File: config.mk
export PLATFORM = sky130hd
export DESIGN_NAME = vrc6_mapper
export DESIGN_NICKNAME = d
export VERILOG_FILES = /design/src/design/vrc6_cpu_pkg.sv /design/src/design/vrc6_audio_pkg.sv /design/src/design/vrc6_banking.sv /design/src/design/vrc6_irq.sv /design/src/design/vrc6_pulse.sv /design/src/design/vrc6_saw.sv /design/src/design/vrc6_mapper.sv
export VERILOG_INCLUDE_DIRS = /design/src /design/src/design
export SDC_FILE = /design/constraint.sdc
export NUM_CORES = 1
export LEC_CHECK = 0
export BUFFER_PORTS_ARGS = -buffer_cell sky130_fd_sc_hd__buf_2
export CORE_MARGIN = 5
export CORE_UTILIZATION = 35
export CTS_CLUSTER_DIAMETER = 100
export DETAILED_ROUTE_END_ITERATION = 7
export HOLD_SLACK_MARGIN = 0.05
export MAX_ROUTING_LAYER = met4
export SLEW_MARGIN = 20
export SYNTH_ARGS = -nofsm -noshare
export SYNTH_HDL_FRONTEND = slang
export SYNTH_HIERARCHICAL = 1
export SYNTH_SLANG_ARGS = --single-unit
File: constraint.sdc
create_clock -name clk20 -period 4.2 [get_ports clk20]
set_input_delay 0.63 -clock clk20 [delete_from_list [all_inputs] [get_ports clk20]]
set_output_delay 0.63 -clock clk20 [all_outputs]
set_load 0.02 [all_outputs]
File: src/design/vrc6_settings.svh
//***************************************************************************
// vrc6 settings: widths, prescaler reloads and register counts shared by
// the mapper, its sound channels and the testbench
//***************************************************************************

`ifndef VRC6_SETTINGS_SVH
`define VRC6_SETTINGS_SVH

// bank numbers
`define VRC6_PRG_BANK_W 6   // 8 KiB PRG banks
`define VRC6_CHR_BANK_W 8   // 1 KiB CHR banks
`define VRC6_CHR_REGS 8

// scanline prescaler, reloads 113, 113, 112
`define VRC6_SCALER_W 7
`define VRC6_SCALER_LONG 7'd113
`define VRC6_SCALER_SHORT 7'd112

// sound channels
`define VRC6_FREQ_W 12
`define VRC6_SAW_RATE_W 6
`define VRC6_SAW_STEPS 7
`define VRC6_PULSE_W 4
`define VRC6_SAW_W 5
`define VRC6_MIX_W 6        // 0 to 0x3D

`endif

File: src/design/vrc6_cpu_pkg.sv
//***************************************************************************
// vrc6 cpu package: writable register selects and bank number types
//***************************************************************************
`default_nettype none

`include "vrc6_settings.svh"

package vrc6_cpu_pkg;

    // one value per register the CPU can write
    typedef enum logic [4:0] {
        REG_NONE,
        REG_PRG_8000,
        REG_PRG_C000,
        REG_MIRROR,      // B003
        REG_CHR0,        // D000..D003, then E000..E003, kept in order
        REG_CHR1,
        REG_CHR2,
        REG_CHR3,
        REG_CHR4,
        REG_CHR5,
        REG_CHR6,
        REG_CHR7,
        REG_IRQ_LATCH,   // F000
        REG_IRQ_CTRL,    // F001
        REG_IRQ_ACK,     // F002
        REG_PULSE0_CTRL, // 9000..9002
        REG_PULSE0_FLO,
        REG_PULSE0_FHI,
        REG_PULSE1_CTRL, // A000..A002
        REG_PULSE1_FLO,
        REG_PULSE1_FHI,
        REG_SAW_RATE,    // B000..B002
        REG_SAW_FLO,
        REG_SAW_FHI
    } reg_sel_e;

    typedef logic [`VRC6_PRG_BANK_W-1:0] prg_bank_t;
    typedef logic [`VRC6_CHR_BANK_W-1:0] chr_bank_t;

endpackage

`default_nettype wire

File: src/design/vrc6_audio_pkg.sv
//***************************************************************************
// vrc6 audio package: channel and mixed output levels
//***************************************************************************
`default_nettype none

`include "vrc6_settings.svh"

package vrc6_audio_pkg;

    // raw unsigned levels, no lookup or scaling applied
    typedef logic [`VRC6_PULSE_W-1:0] pulse_level_t;  // 0..0x0F
    typedef logic [`VRC6_SAW_W-1:0]   saw_level_t;    // 0..0x1F
    typedef logic [`VRC6_MIX_W-1:0]   mix_level_t;    // 0..0x3D

endpackage

`default_nettype wire

File: src/design/vrc6_banking.sv
//***************************************************************************
// vrc6 banking: board variant address swap, register decode, PRG and CHR
// bank registers, masked bank addresses and nametable mirroring
//***************************************************************************
`timescale 1ns/1ps
`default_nettype none

`include "vrc6_settings.svh"

module vrc6_banking (
    input  logic                    clk20,
    input  logic                    reset,
    input  logic                    ce,
    input  logic                    prg_we,
    input  logic                    swap_a01,
    input  logic [15:0]             prg_a,
    input  logic [13:0]             chr_a,
    input  logic [7:0]              data_in,
    input  vrc6_cpu_pkg::prg_bank_t prg_mask,
    input  logic [`VRC6_CHR_BANK_W-2:0] chr_mask,
    output vrc6_cpu_pkg::reg_sel_e  reg_sel,
    output logic                    reg_wr,
    output vrc6_cpu_pkg::prg_bank_t prg_addr,
    output logic [`VRC6_CHR_BANK_W:0] chr_addr,  // bits 18:10
    output logic                    ciram_ce
);

    logic [15:0]                   ain;
    logic [2:0]                    chr_idx;
    logic [`VRC6_PRG_BANK_W-2:0]   prg_8000;
    vrc6_cpu_pkg::prg_bank_t       prg_c000;
    vrc6_cpu_pkg::chr_bank_t       chr_bank [`VRC6_CHR_REGS];
    logic [1:0]                    mirror;
    vrc6_cpu_pkg::prg_bank_t       prg_bank;
    vrc6_cpu_pkg::chr_bank_t       cur_chr;
    logic                          ntb_a10;

    // mapper 26 boards have A0 and A1 crossed
    assign ain = swap_a01 ? {prg_a[15:2], prg_a[0], prg_a[1]} : prg_a;
    assign chr_idx = {~ain[12], ain[1:0]};  // Dxxx -> 0..3, Exxx -> 4..7

    always_comb begin
        casez ({ain[15:12], ain[1:0]})
            6'b1000??: reg_sel = vrc6_cpu_pkg::REG_PRG_8000;
            6'b100100: reg_sel = vrc6_cpu_pkg::REG_PULSE0_CTRL;
            6'b100101: reg_sel = vrc6_cpu_pkg::REG_PULSE0_FLO;
            6'b100110: reg_sel = vrc6_cpu_pkg::REG_PULSE0_FHI;
            6'b101000: reg_sel = vrc6_cpu_pkg::REG_PULSE1_CTRL;
            6'b101001: reg_sel = vrc6_cpu_pkg::REG_PULSE1_FLO;
            6'b101010: reg_sel = vrc6_cpu_pkg::REG_PULSE1_FHI;
            6'b101100: reg_sel = vrc6_cpu_pkg::REG_SAW_RATE;
            6'b101101: reg_sel = vrc6_cpu_pkg::REG_SAW_FLO;
            6'b101110: reg_sel = vrc6_cpu_pkg::REG_SAW_FHI;
            6'b101111: reg_sel = vrc6_cpu_pkg::REG_MIRROR;
            6'b1100??: reg_sel = vrc6_cpu_pkg::REG_PRG_C000;
            6'b1101??, 6'b1110??: begin
                reg_sel = vrc6_cpu_pkg::reg_sel_e'(5'(vrc6_cpu_pkg::REG_CHR0) + 5'(chr_idx));
            end
            6'b111100: reg_sel = vrc6_cpu_pkg::REG_IRQ_LATCH;
            6'b111101: reg_sel = vrc6_cpu_pkg::REG_IRQ_CTRL;
            6'b111110: reg_sel = vrc6_cpu_pkg::REG_IRQ_ACK;
            default:   reg_sel = vrc6_cpu_pkg::REG_NONE;
        endcase
    end

    assign reg_wr = ce & prg_we & (reg_sel != vrc6_cpu_pkg::REG_NONE);

    always_ff @(posedge clk20) begin
        if (reg_wr) begin
            if (reg_sel == vrc6_cpu_pkg::REG_PRG_8000) begin
                prg_8000 <= data_in[`VRC6_PRG_BANK_W-2:0];
            end
            if (reg_sel == vrc6_cpu_pkg::REG_PRG_C000) begin
                prg_c000 <= data_in[`VRC6_PRG_BANK_W-1:0];
            end
            if (reg_sel inside {[vrc6_cpu_pkg::REG_CHR0:vrc6_cpu_pkg::REG_CHR7]}) begin
                chr_bank[chr_idx] <= data_in;
            end
        end
    end

    always_ff @(posedge clk20 or posedge reset) begin
        if (reset) begin
            mirror <= 2'd0;  // vertical
        end else if (reg_wr && reg_sel == vrc6_cpu_pkg::REG_MIRROR) begin
            mirror <= data_in[3:2];
        end
    end

    always_comb begin
        casez (prg_a[15:13])
            3'b0??:  prg_bank = '0;                   // 6000-7FFF work RAM
            3'b10?:  prg_bank = {prg_8000, prg_a[13]};  // 16 KiB window
            3'b110:  prg_bank = prg_c000;
            default: prg_bank = '1;                   // fixed last bank
        endcase
    end

    assign prg_addr = prg_bank & prg_mask;

    // nametable select
    always_comb begin
        case (mirror)
            2'd0:    ntb_a10 = chr_a[10];
            2'd1:    ntb_a10 = chr_a[11];
            2'd2:    ntb_a10 = 1'b0;
            default: ntb_a10 = 1'b1;
        endcase
    end

    assign cur_chr  = chr_bank[chr_a[12:10]];
    assign ciram_ce = chr_a[13];
    assign chr_addr = {{1'b0, cur_chr[`VRC6_CHR_BANK_W-1:2]} & chr_mask,
                       cur_chr[1],
                       chr_a[13] ? ntb_a10 : cur_chr[0]};

    // registers only decode in 8000-FFFF
    a_wr_upper_half: assert property (@(posedge clk20) disable iff (reset)
        reg_wr |-> prg_a[15]);

endmodule

`default_nettype wire

File: src/design/vrc6_irq.sv
//***************************************************************************
// vrc6 irq: latch, 8-bit up counter and scanline prescaler, timeout on
// counter overflow, enable handling on control and acknowledge writes
//***************************************************************************
`timescale 1ns/1ps
`default_nettype none

`include "vrc6_settings.svh"

module vrc6_irq (
    input  logic                   clk20,
    input  logic                   reset,
    input  logic                   ce,
    input  logic                   reg_wr,
    input  vrc6_cpu_pkg::reg_sel_e reg_sel,
    input  logic [7:0]             data_in,
    output logic                   irq
);

    logic [7:0]                latch;
    logic [7:0]                counter;
    logic [`VRC6_SCALER_W-1:0] scaler;
    logic [1:0]                line;
    logic                      cycle_mode;
    logic                      ack_enable;  // enable restored on acknowledge
    logic                      enable;
    logic                      timeout;
    logic                      ctrl_wr;
    logic                      ack_wr;
    logic                      tick;

    assign ctrl_wr = reg_wr && reg_sel == vrc6_cpu_pkg::REG_IRQ_CTRL;
    assign ack_wr  = reg_wr && reg_sel == vrc6_cpu_pkg::REG_IRQ_ACK;
    assign tick    = ce && enable && (cycle_mode || scaler == '0);

    always_ff @(posedge clk20) begin
        if (reg_wr && reg_sel == vrc6_cpu_pkg::REG_IRQ_LATCH) begin
            latch <= data_in;
        end
    end

    always_ff @(posedge clk20 or posedge reset) begin
        if (reset) begin
            counter    <= 8'd0;
            scaler     <= '0;
            line       <= 2'd0;
            cycle_mode <= 1'b0;
            ack_enable <= 1'b0;
            enable     <= 1'b0;
            timeout    <= 1'b0;
        end else if (ctrl_wr) begin
            {cycle_mode, enable, ack_enable} <= data_in[2:0];
            timeout <= 1'b0;
            if (data_in[1]) begin
                counter <= latch;
                scaler  <= `VRC6_SCALER_LONG;
                line    <= 2'd0;
            end
        end else begin
            if (ack_wr) begin
                timeout <= 1'b0;
                enable  <= ack_enable;
            end else if (tick && counter == 8'hff) begin
                timeout <= 1'b1;
            end
            // 341 PPU dots per line is 113.67 CPU cycles
            if (ce && enable) begin
                if (scaler != '0) begin
                    scaler <= scaler - 1'b1;
                end else begin
                    scaler <= line[1] ? `VRC6_SCALER_SHORT : `VRC6_SCALER_LONG;
                    line   <= line[1] ? 2'd0 : line + 2'd1;
                end
            end
            if (tick) begin
                counter <= (counter == 8'hff) ? latch : counter + 8'd1;
            end
        end
    end

    assign irq = timeout & enable;

    // prescaler stays inside its reload range
    a_scaler_range: assert property (@(posedge clk20) disable iff (reset)
        scaler <= `VRC6_SCALER_LONG && line != 2'd3);

endmodule

`default_nettype wire

File: src/design/vrc6_pulse.sv
//***************************************************************************
// vrc6 pulse: one square channel with duty, volume, digitized mode and a
// 12-bit frequency divider stepping a 16-step duty counter
//***************************************************************************
`timescale 1ns/1ps
`default_nettype none

`include "vrc6_settings.svh"

module vrc6_pulse #(
    parameter int CHANNEL = 0  // 0 answers at 9000, 1 at A000
) (
    input  logic                        clk20,
    input  logic                        reset,
    input  logic                        ce,
    input  logic                        reg_wr,
    input  vrc6_cpu_pkg::reg_sel_e      reg_sel,
    input  logic [7:0]                  data_in,
    output vrc6_audio_pkg::pulse_level_t level
);

    localparam vrc6_cpu_pkg::reg_sel_e SEL_CTRL =
        (CHANNEL == 0) ? vrc6_cpu_pkg::REG_PULSE0_CTRL : vrc6_cpu_pkg::REG_PULSE1_CTRL;
    localparam vrc6_cpu_pkg::reg_sel_e SEL_FLO =
        (CHANNEL == 0) ? vrc6_cpu_pkg::REG_PULSE0_FLO : vrc6_cpu_pkg::REG_PULSE1_FLO;
    localparam vrc6_cpu_pkg::reg_sel_e SEL_FHI =
        (CHANNEL == 0) ? vrc6_cpu_pkg::REG_PULSE0_FHI : vrc6_cpu_pkg::REG_PULSE1_FHI;

    logic                         mode;  // constant volume output
    logic [2:0]                   duty;
    vrc6_audio_pkg::pulse_level_t volume;
    logic [`VRC6_FREQ_W-1:0]      freq;
    logic [`VRC6_FREQ_W-1:0]      div;
    logic [3:0]                   step;
    logic                         enable;

    always_ff @(posedge clk20) begin
        if (reg_wr && reg_sel == SEL_CTRL) begin
            {mode, duty, volume} <= data_in;
        end
        if (reg_wr && reg_sel == SEL_FLO) begin
            freq[7:0] <= data_in;
        end
        if (reg_wr && reg_sel == SEL_FHI) begin
            freq[`VRC6_FREQ_W-1:8] <= data_in[3:0];
        end
    end

    always_ff @(posedge clk20 or posedge reset) begin
        if (reset) begin
            enable <= 1'b0;
            div    <= '0;
            step   <= 4'd0;
            level  <= '0;
        end else if (ce) begin
            if (reg_wr && reg_sel == SEL_FHI) begin
                enable <= data_in[7];
            end
            if (enable) begin
                if (div != '0) begin
                    div <= div - 1'b1;
                end else begin
                    div  <= freq;
                    step <= step + 4'd1;
                end
            end
            // high for steps 0..duty
            level <= (enable && (mode || step <= {1'b0, duty})) ? volume : '0;
        end
    end

endmodule

`default_nettype wire

File: src/design/vrc6_saw.sv
//***************************************************************************
// vrc6 saw: sawtooth channel, rate added to an 8-bit accumulator on each
// divider step and cleared every seventh step
//***************************************************************************
`timescale 1ns/1ps
`default_nettype none

`include "vrc6_settings.svh"

module vrc6_saw (
    input  logic                       clk20,
    input  logic                       reset,
    input  logic                       ce,
    input  logic                       reg_wr,
    input  vrc6_cpu_pkg::reg_sel_e     reg_sel,
    input  logic [7:0]                 data_in,
    output vrc6_audio_pkg::saw_level_t level
);

    logic [`VRC6_SAW_RATE_W-1:0] rate;
    logic [`VRC6_FREQ_W-1:0]     freq;
    logic [`VRC6_FREQ_W:0]       div;  // runs at half the pulse rate
    logic [2:0]                  step;
    logic [7:0]                  acc;
    logic                        enable;

    always_ff @(posedge clk20) begin
        if (reg_wr && reg_sel == vrc6_cpu_pkg::REG_SAW_RATE) begin
            rate <= data_in[`VRC6_SAW_RATE_W-1:0];
        end
        if (reg_wr && reg_sel == vrc6_cpu_pkg::REG_SAW_FLO) begin
            freq[7:0] <= data_in;
        end
        if (reg_wr && reg_sel == vrc6_cpu_pkg::REG_SAW_FHI) begin
            freq[`VRC6_FREQ_W-1:8] <= data_in[3:0];
        end
    end

    always_ff @(posedge clk20 or posedge reset) begin
        if (reset) begin
            enable <= 1'b0;
            div    <= '0;
            step   <= 3'd0;
            acc    <= 8'd0;
            level  <= '0;
        end else if (ce) begin
            if (reg_wr && reg_sel == vrc6_cpu_pkg::REG_SAW_FHI) begin
                enable <= data_in[7];
            end
            if (enable) begin
                if (div != '0) begin
                    div <= div - 1'b1;
                end else begin
                    div <= {freq, 1'b1};
                    if (step == 3'(`VRC6_SAW_STEPS - 1)) begin
                        step <= 3'd0;
                        acc  <= 8'd0;
                    end else begin
                        step <= step + 3'd1;
                        acc  <= acc + {2'b00, rate};
                    end
                end
            end
            level <= enable ? acc[7:3] : '0;
        end
    end

    a_step_bound: assert property (@(posedge clk20) disable iff (reset)
        step <= 3'(`VRC6_SAW_STEPS - 1));

endmodule

`default_nettype wire

File: src/design/vrc6_mapper.sv
//***************************************************************************
// vrc6 mapper top: banking, scanline irq and the three expansion sound
// channels, summed into one raw level
//***************************************************************************
`timescale 1ns/1ps
`default_nettype none

`include "vrc6_settings.svh"

module vrc6_mapper (
    input  logic                        clk20,
    input  logic                        reset,
    input  logic                        ce,
    input  logic                        prg_we,
    input  logic                        swap_a01,     // high for mapper 26
    input  logic [15:0]                 prg_a,
    input  logic [13:0]                 chr_a,
    input  logic [7:0]                  data_in,
    input  vrc6_cpu_pkg::prg_bank_t     prg_mask,
    input  logic [`VRC6_CHR_BANK_W-2:0] chr_mask,
    output vrc6_cpu_pkg::prg_bank_t     prg_addr,
    output logic [`VRC6_CHR_BANK_W:0]   chr_addr,
    output logic                        ciram_ce,
    output logic                        irq,
    output vrc6_audio_pkg::mix_level_t  audio_level
);

    vrc6_cpu_pkg::reg_sel_e       reg_sel;
    logic                         reg_wr;
    vrc6_audio_pkg::pulse_level_t pulse0_level;
    vrc6_audio_pkg::pulse_level_t pulse1_level;
    vrc6_audio_pkg::saw_level_t   saw_level;

    vrc6_banking u_banking (
        .clk20, .reset, .ce, .prg_we, .swap_a01, .prg_a, .chr_a, .data_in,
        .prg_mask, .chr_mask, .reg_sel, .reg_wr, .prg_addr, .chr_addr, .ciram_ce
    );

    vrc6_irq u_irq (
        .clk20, .reset, .ce, .reg_wr, .reg_sel, .data_in, .irq
    );

    vrc6_pulse #(.CHANNEL(0)) u_pulse0 (
        .clk20, .reset, .ce, .reg_wr, .reg_sel, .data_in, .level(pulse0_level)
    );

    vrc6_pulse #(.CHANNEL(1)) u_pulse1 (
        .clk20, .reset, .ce, .reg_wr, .reg_sel, .data_in, .level(pulse1_level)
    );

    vrc6_saw u_saw (
        .clk20, .reset, .ce, .reg_wr, .reg_sel, .data_in, .level(saw_level)
    );

    // max 0x0F + 0x0F + 0x1F, fits without saturation
    assign audio_level = vrc6_audio_pkg::mix_level_t'(pulse0_level)
                       + vrc6_audio_pkg::mix_level_t'(pulse1_level)
                       + vrc6_audio_pkg::mix_level_t'(saw_level);

endmodule

`default_nettype wire

* After elaboration in Yosys (flattened, before gate mapping)
Memories as Yosys holds them, arrays and structs flattened.
Cells that the tools add are included.
W data, S select, Z words.
** Cells by class
- Add/subtract/negate cells :: 13
- Magnitude comparators :: 4
- Eq/ne operators :: 40
- Muxes and demuxes :: 35
- Bitwise operators :: 10
- Reductions and logical operators :: 48
** Operator list (count)
- $pmux W5 S16 :: 1
- $eq A6 B6 Y1 const B :: 13
- $eq A5 B5 Y1 const B :: 8
- $mux W8 :: 5
- $mux W7 :: 4
- $mux W12 :: 2
- $reduce_bool A12 Y1 :: 2
- $sub A12 B1 Y12 const B :: 2
- $eq A5 B4 Y1 const B :: 4
- $reduce_and A2 Y1 :: 10
- $logic_and A1 B1 Y1 :: 19
- $pmux W6 S3 :: 1
- $eq A4 B4 Y1 const B :: 4
- $mux W13 :: 1
- $reduce_bool A13 Y1 :: 1
- $sub A13 B1 Y13 const B :: 1
- $mux W2 :: 6
- $reduce_and A3 Y1 :: 4
- $eq A5 B2 Y1 const B :: 2
- $mux W1 :: 10
- $add A4 B1 Y4 const B :: 2
- $add A8 B1 Y8 const B :: 1
- $add A8 B6 Y8 :: 1
- $eq A8 B8 Y1 const B :: 1
- other kinds (31) :: 45
** Word-level totals
- Register bits after elaboration :: 172
- Bits in writable memories :: 64
- Output and inout bits :: 23
- Logic and storage cells :: 188
- Memories kept :: 1
** Memories
- u_banking.chr_bank :: depth 8, width 8, rd ports 1, clocked after memory_dff 0, wr ports 1, RTL line vrc6_banking.sv:32 : vrc6_cpu_pkg::chr_bank_t chr_bank [`VRC6_CHR_REGS];

* Depth between registers and ports, before layout
- Depth after elaboration :: 8
- Gate-level depth with buffers :: 14

* Hierarchy
The synthesis kept the hierarchy.
** Modules (own cells, without submodules)
- vrc6_banking :: instances 1, cells each 225, area an instance 3483.3 um^2, sequential area each 2302.2 um^2
- vrc6_saw :: instances 1, cells each 219, area an instance 2323.5 um^2, sequential area each 1291.2 um^2
- vrc6_pulse (u_pulse0) :: instances 1, cells each 160, area an instance 1889.3 um^2, sequential area each 1126.1 um^2
- vrc6_pulse (u_pulse1) :: instances 1, cells each 156, area an instance 1871.8 um^2, sequential area each 1126.1 um^2
- vrc6_irq :: instances 1, cells each 162, area an instance 1627.8 um^2, sequential area each 765.7 um^2
- vrc6_mapper :: instances 1, cells each 25, area an instance 235.2 um^2, sequential area each 0.0 um^2

* Worst setup path before layout
OpenSTA, ideal clock, no wires.
- Kind :: input to register
- Start point :: input prg_a[0]
- End point :: register u_pulse1.duty[0], enable pin
- Setup time :: 0.398 ns
- Arrival :: 3.131 ns
- Path slack :: 0.671 ns
- Stages :: 8
- Buffers on the path :: 1
- Cells stage by stage :: buf_6 > nand2b_4 > mux2_4 > a211oi_2 > o2111ai_2 > a31oi_1 > nand3b_1 > nor4b_1
** Between the ends
- Cells in the longest elaborated chain, start to end :: 6
** Ends and longest elaborated chain
- start: declaration :: RTL line vrc6_mapper.sv:16 : input logic [15:0] prg_a,
- $mux W2 * :: RTL line vrc6_banking.sv:39 : assign ain = swap_a01 ? {prg_a[15:2], prg_a[0], prg_a[1]} : prg_a;
- $add A3 B3 Y4 / $eq A6 B6 Y1 (equally long branches) :: RTL line vrc6_banking.sv:57, vrc6_banking.sv:43
- $pmux W5 S16 * :: RTL line vrc6_banking.sv:43 : casez ({ain[15:12], ain[1:0]})
- $reduce_bool A5 Y1 * :: RTL line vrc6_banking.sv:66 : assign reg_wr = ce & prg_we & (reg_sel != vrc6_cpu_pkg::REG_NONE);
- $and A1 B1 Y1 * :: RTL line vrc6_banking.sv:66
- via reg_wr :: RTL line vrc6_mapper.sv:29 : logic reg_wr;
- $logic_and A1 B1 Y1 * :: RTL line vrc6_pulse.sv:38 : if (reg_wr && reg_sel == SEL_CTRL) begin
- end signal: assignment :: RTL line vrc6_pulse.sv:39 : {mode, duty, volume} <= data_in;
- end: declaration :: RTL line vrc6_pulse.sv:30 : logic [2:0] duty;
Mark *: on every way through the listed nets, which the timed path passes. The rest lies on a longest branch.
A chain may end at the register's enable or synchronous reset.

* Worst setup path after layout
- Start point :: input prg_a[0]
- End point :: register u_irq.counter[6]
** Between the ends
- Cells in the longest elaborated chain, start to end :: 8
** Ends and longest elaborated chain
- $mux W2 * :: RTL line vrc6_banking.sv:39
- $add A3 B3 Y4 / $eq A6 B6 Y1 (equally long branches) :: RTL line vrc6_banking.sv:57, vrc6_banking.sv:43
- $pmux W5 S16 * :: RTL line vrc6_banking.sv:43
- $reduce_bool A5 Y1 * :: RTL line vrc6_banking.sv:66
- $and A1 B1 Y1 * :: RTL line vrc6_banking.sv:66
- via reg_wr :: RTL line vrc6_mapper.sv:29
- $logic_and A1 B1 Y1 * :: RTL line vrc6_irq.sv:32 : assign ctrl_wr = reg_wr && reg_sel == vrc6_cpu_pkg::REG_IRQ_CTRL;
- $ne A2 B2 Y1 (no line) / $reduce_bool A2 Y1 (equally long branches)
- $reduce_and A2 Y1 (no line)
- end signal: assignment :: RTL line vrc6_irq.sv:55 : counter <= latch;
- end signal: assignment :: RTL line vrc6_irq.sv:76 : counter <= (counter == 8'hff) ? latch : counter + 8'd1;
- end: declaration :: RTL line vrc6_irq.sv:21 : logic [7:0] counter;
Marks and branches as above.

==> flow_summary.json <==
{
  "status": "finished clean",
  "grt_use_total_pct": 14.1,
  "num_vias": 7619,
  "yosysTopAreaCell": "edfxtp_1",
  "ys_ff_latch": 236,
  "register_area_sq_um": 6610,
  "p_leak_nw": 5.17,
  "syn_inst": 947,
  "slew_headroom_pct": 33.4,
  "clk_pin_slew_ps": 60,
  "timing.rr.start": "u_saw/div[0]",
  "fillers": 3101,
  "drv_slew": 0,
  "final_cell_mix": "edfxtp_1, dfrtp_1, nand2_1",
  "multi_input_area_sq_um": 4370,
  "io-pin-count": 79,
  "die_h_microns": 191,
  "diodes": 0,
  "cp_num_cells": 11,
  "port_buffers": 56,
  "syn_nets": 1036,
  "hold_viol_final": 0,
  "ys_warn_count": 6,
  "clk_latency_ps": 520,
  "drtIter0Drc": 591,
  "drc": 0,
  "cts_made_buffers": 26,
  "ys_top_cells_by_area": "edfxtp_1, dfrtp_1, mux4_2",
  "tns_ps": 0,
  "grt_pass1_vias": 7538,
  "synth_seq_area_share_pct": 57.8,
  "area_growth_pct": 14.1,
  "synth_area_sq_um": 11400,
  "final_common_cell": "edfxtp_1",
  "crit_buf_inv": 1,
  "first_pass_iters": 5,
  "grt_start_max_net_pins": 31,
  "setup_viol": 0,
  "netlist-cell-type-count": 94,
  "die_area_sq_um": 36400,
  "clock_sinks": 236,
  "synth_top_cell_area_share_pct": 37.0,
  "cp_cell_sequence": "buf_2, nand2b_4, mux2_4, a211oi_2, o2111ai_2, a31oi_1, and4b_1, nand2_4, o22ai_4, and4_1, o2bb2ai_1",
  "max_stage_delay_ps": 460,
  "wirelength_microns": 25000,
  "critPathRequiredTime_ps": 4600,
  "post-cts-setup-buffers": 0,
  "ir_worst_vdd_mv": 0.254,
  "tightest_slew_ps": 991,
  "crit_path_end_kind": "flop",
  "p_per_area_nw_per_um2": 422,
  "hold_depth": 1,
  "rows": 66,
  "rsz0062_at_grt": "no",
  "die_w_microns": 191,
  "clock_path_buffers": 3,
  "synth_edf_count": 141,
  "min_period_over_period_pct": 75.8,
  "crit_path_start_kind": "input pin",
  "final.min_clock_period_ps": 3180,
  "grt_pass1_wl_microns": 40700,
  "slowest_stage": "o22ai_4",
  "gp_congestion": 0.826,
  "cp-startpoint": "prg_a[0]",
  "cap_violations": 0,
  "cts_tree": "yes",
  "p_total_mw": 5.50,
  "via_per_inst": 5.17,
  "layout-drive-gt1-share_pct": 17.7,
  "hold_start": "u_pulse1/step[3]",
  "htree_levels": 1,
  "fmax_ghz": 0.314,
  "start_util_pct": 35.3,
  "worst_r2r_path_depth": 7,
  "wire_per_inst_microns": 17.0,
  "syn_avg_cell_area_sq_um": 12.1,
  "gr-total-overflow": 0,
  "critPathTopFamily": "compound AO/OA/AOI/OAI gates",
  "antenna_found_initial": 0,
  "nNetsFinal": 1100,
  "cts-root-buf": "clkbuf_16",
  "async_flop_share_pct": 40.3,
  "holdCritPathClass": "flop to flop",
  "cp.arrival_ps": 3580,
  "final.setup_skew_ps": 9.04,
  "coreArea_sq_um": 32400,
  "path_class": "input pin to flop",
  "antenna_left": 0,
  "dp_hpwl_microns": 16200,
  "synthFlopType": "edfxtp_1",
  "path_max_fanout": 18
}
[metal layers]
layer | global-route usage, % | share of wire (%)
met4 | 2.85 | 1.9
met2 | 22.5 | 47
met5 | - | 0
met3 | 1.83 | 3.7
met1 | 19.7 | 48
[what timing repair did]
item,in CTS,in global routing
endpoints found under the setup margin,0,0
resized for setup,0,0
endpoints found under the hold margin,2,0
hold buffers,1,0
[cells by family after synthesis]
kind of cell    Yosys count  synth area share, %
simple gates            312                 15.3
flops                   236                 57.8
compound gates          216                 13.0
buf+inv                 102                 4.00
mux                      36                 5.05
fa+ha+maj                33                 4.01
xor+xnor                 11                0.843
other cells               1               0.0328
[cells in the mapped netlist, types with 8 or more instances]
library cell    n
ha_1           27
edfxtp_1      141
mux2_2          8
o2bb2ai_1       9
xnor2_1         8
mux4_2         16
and2_1          8
nand2_1        79
inv_1          63
nor2b_1        17
nor2_1         59
a21oi_2        11
a21oi_1        38
nor4_1         12
or3_1           8
mux2i_1        10
a211oi_1       10
o21ai_0        61
o31ai_1         9
nor3_1         22
o22ai_1        11
clkbuf_1       14
dfrtp_1        95
nand3_1        29
buf_2          12
[path summary, 6_finish.rpt]
kind / slack (ps) / endpoint
max: 1020 / u_irq/counter[6]
min: 470 / u_pulse1/step[3]
max reg2reg: 1460 / u_saw/acc[6]
min reg2reg: 470 / u_pulse1/step[3]
max in group asynchronous: 2700 / u_pulse1/step[3]
min in group asynchronous: 610 / u_banking/mirror[0]
[where the power goes]
group	total, mW	internal (mW)	switching (mW)
Combinational	0.662	0.242	0.419
Sequential	2.63	2.55	0.0815
Clock	2.21	1.31	0.895
[registers in the layout, summed over array words and instances, names as in the netlist, 7 cells and up]
register            cells
u_saw/div              13
u_pulse1/freq          12
u_banking/chr_bank     64
u_irq/scaler            7
u_saw/acc               8
u_saw/freq             12
u_pulse0/freq          12
u_pulse0/div           12
u_irq/latch             8
u_pulse1/div           12
u_irq/counter           8
[metrics by stage]
stage	instance area, sq um	cells	worst slack (ps)	hold slack, ps	utilization, %
finish	13000	1473	1020	472	40.3
global placement	12200	1424	553	456	37.6
detailed placement	12200	1424	520	463	37.6
global route	13000	1473	824	498	40.3
CTS	13000	1473	1020	479	40.3
floorplan	11400	947	671	371	-
[layout make-up]
| cell class | instances | area share (%) |
|---|---|---|
| Multi-Input combinational cell | 609 | 33.5 |
| Timing Repair Buffer | 75 | 3.26 |
| Inverter | 63 | 1.81 |
| Sequential cell | 236 | 50.7 |
| Clock buffer | 32 | 5.40 |
| Tap cell | 442 | 4.24 |
| Clock inverter | 16 | 1.06 |
Power figures use the tool's default switching activity.
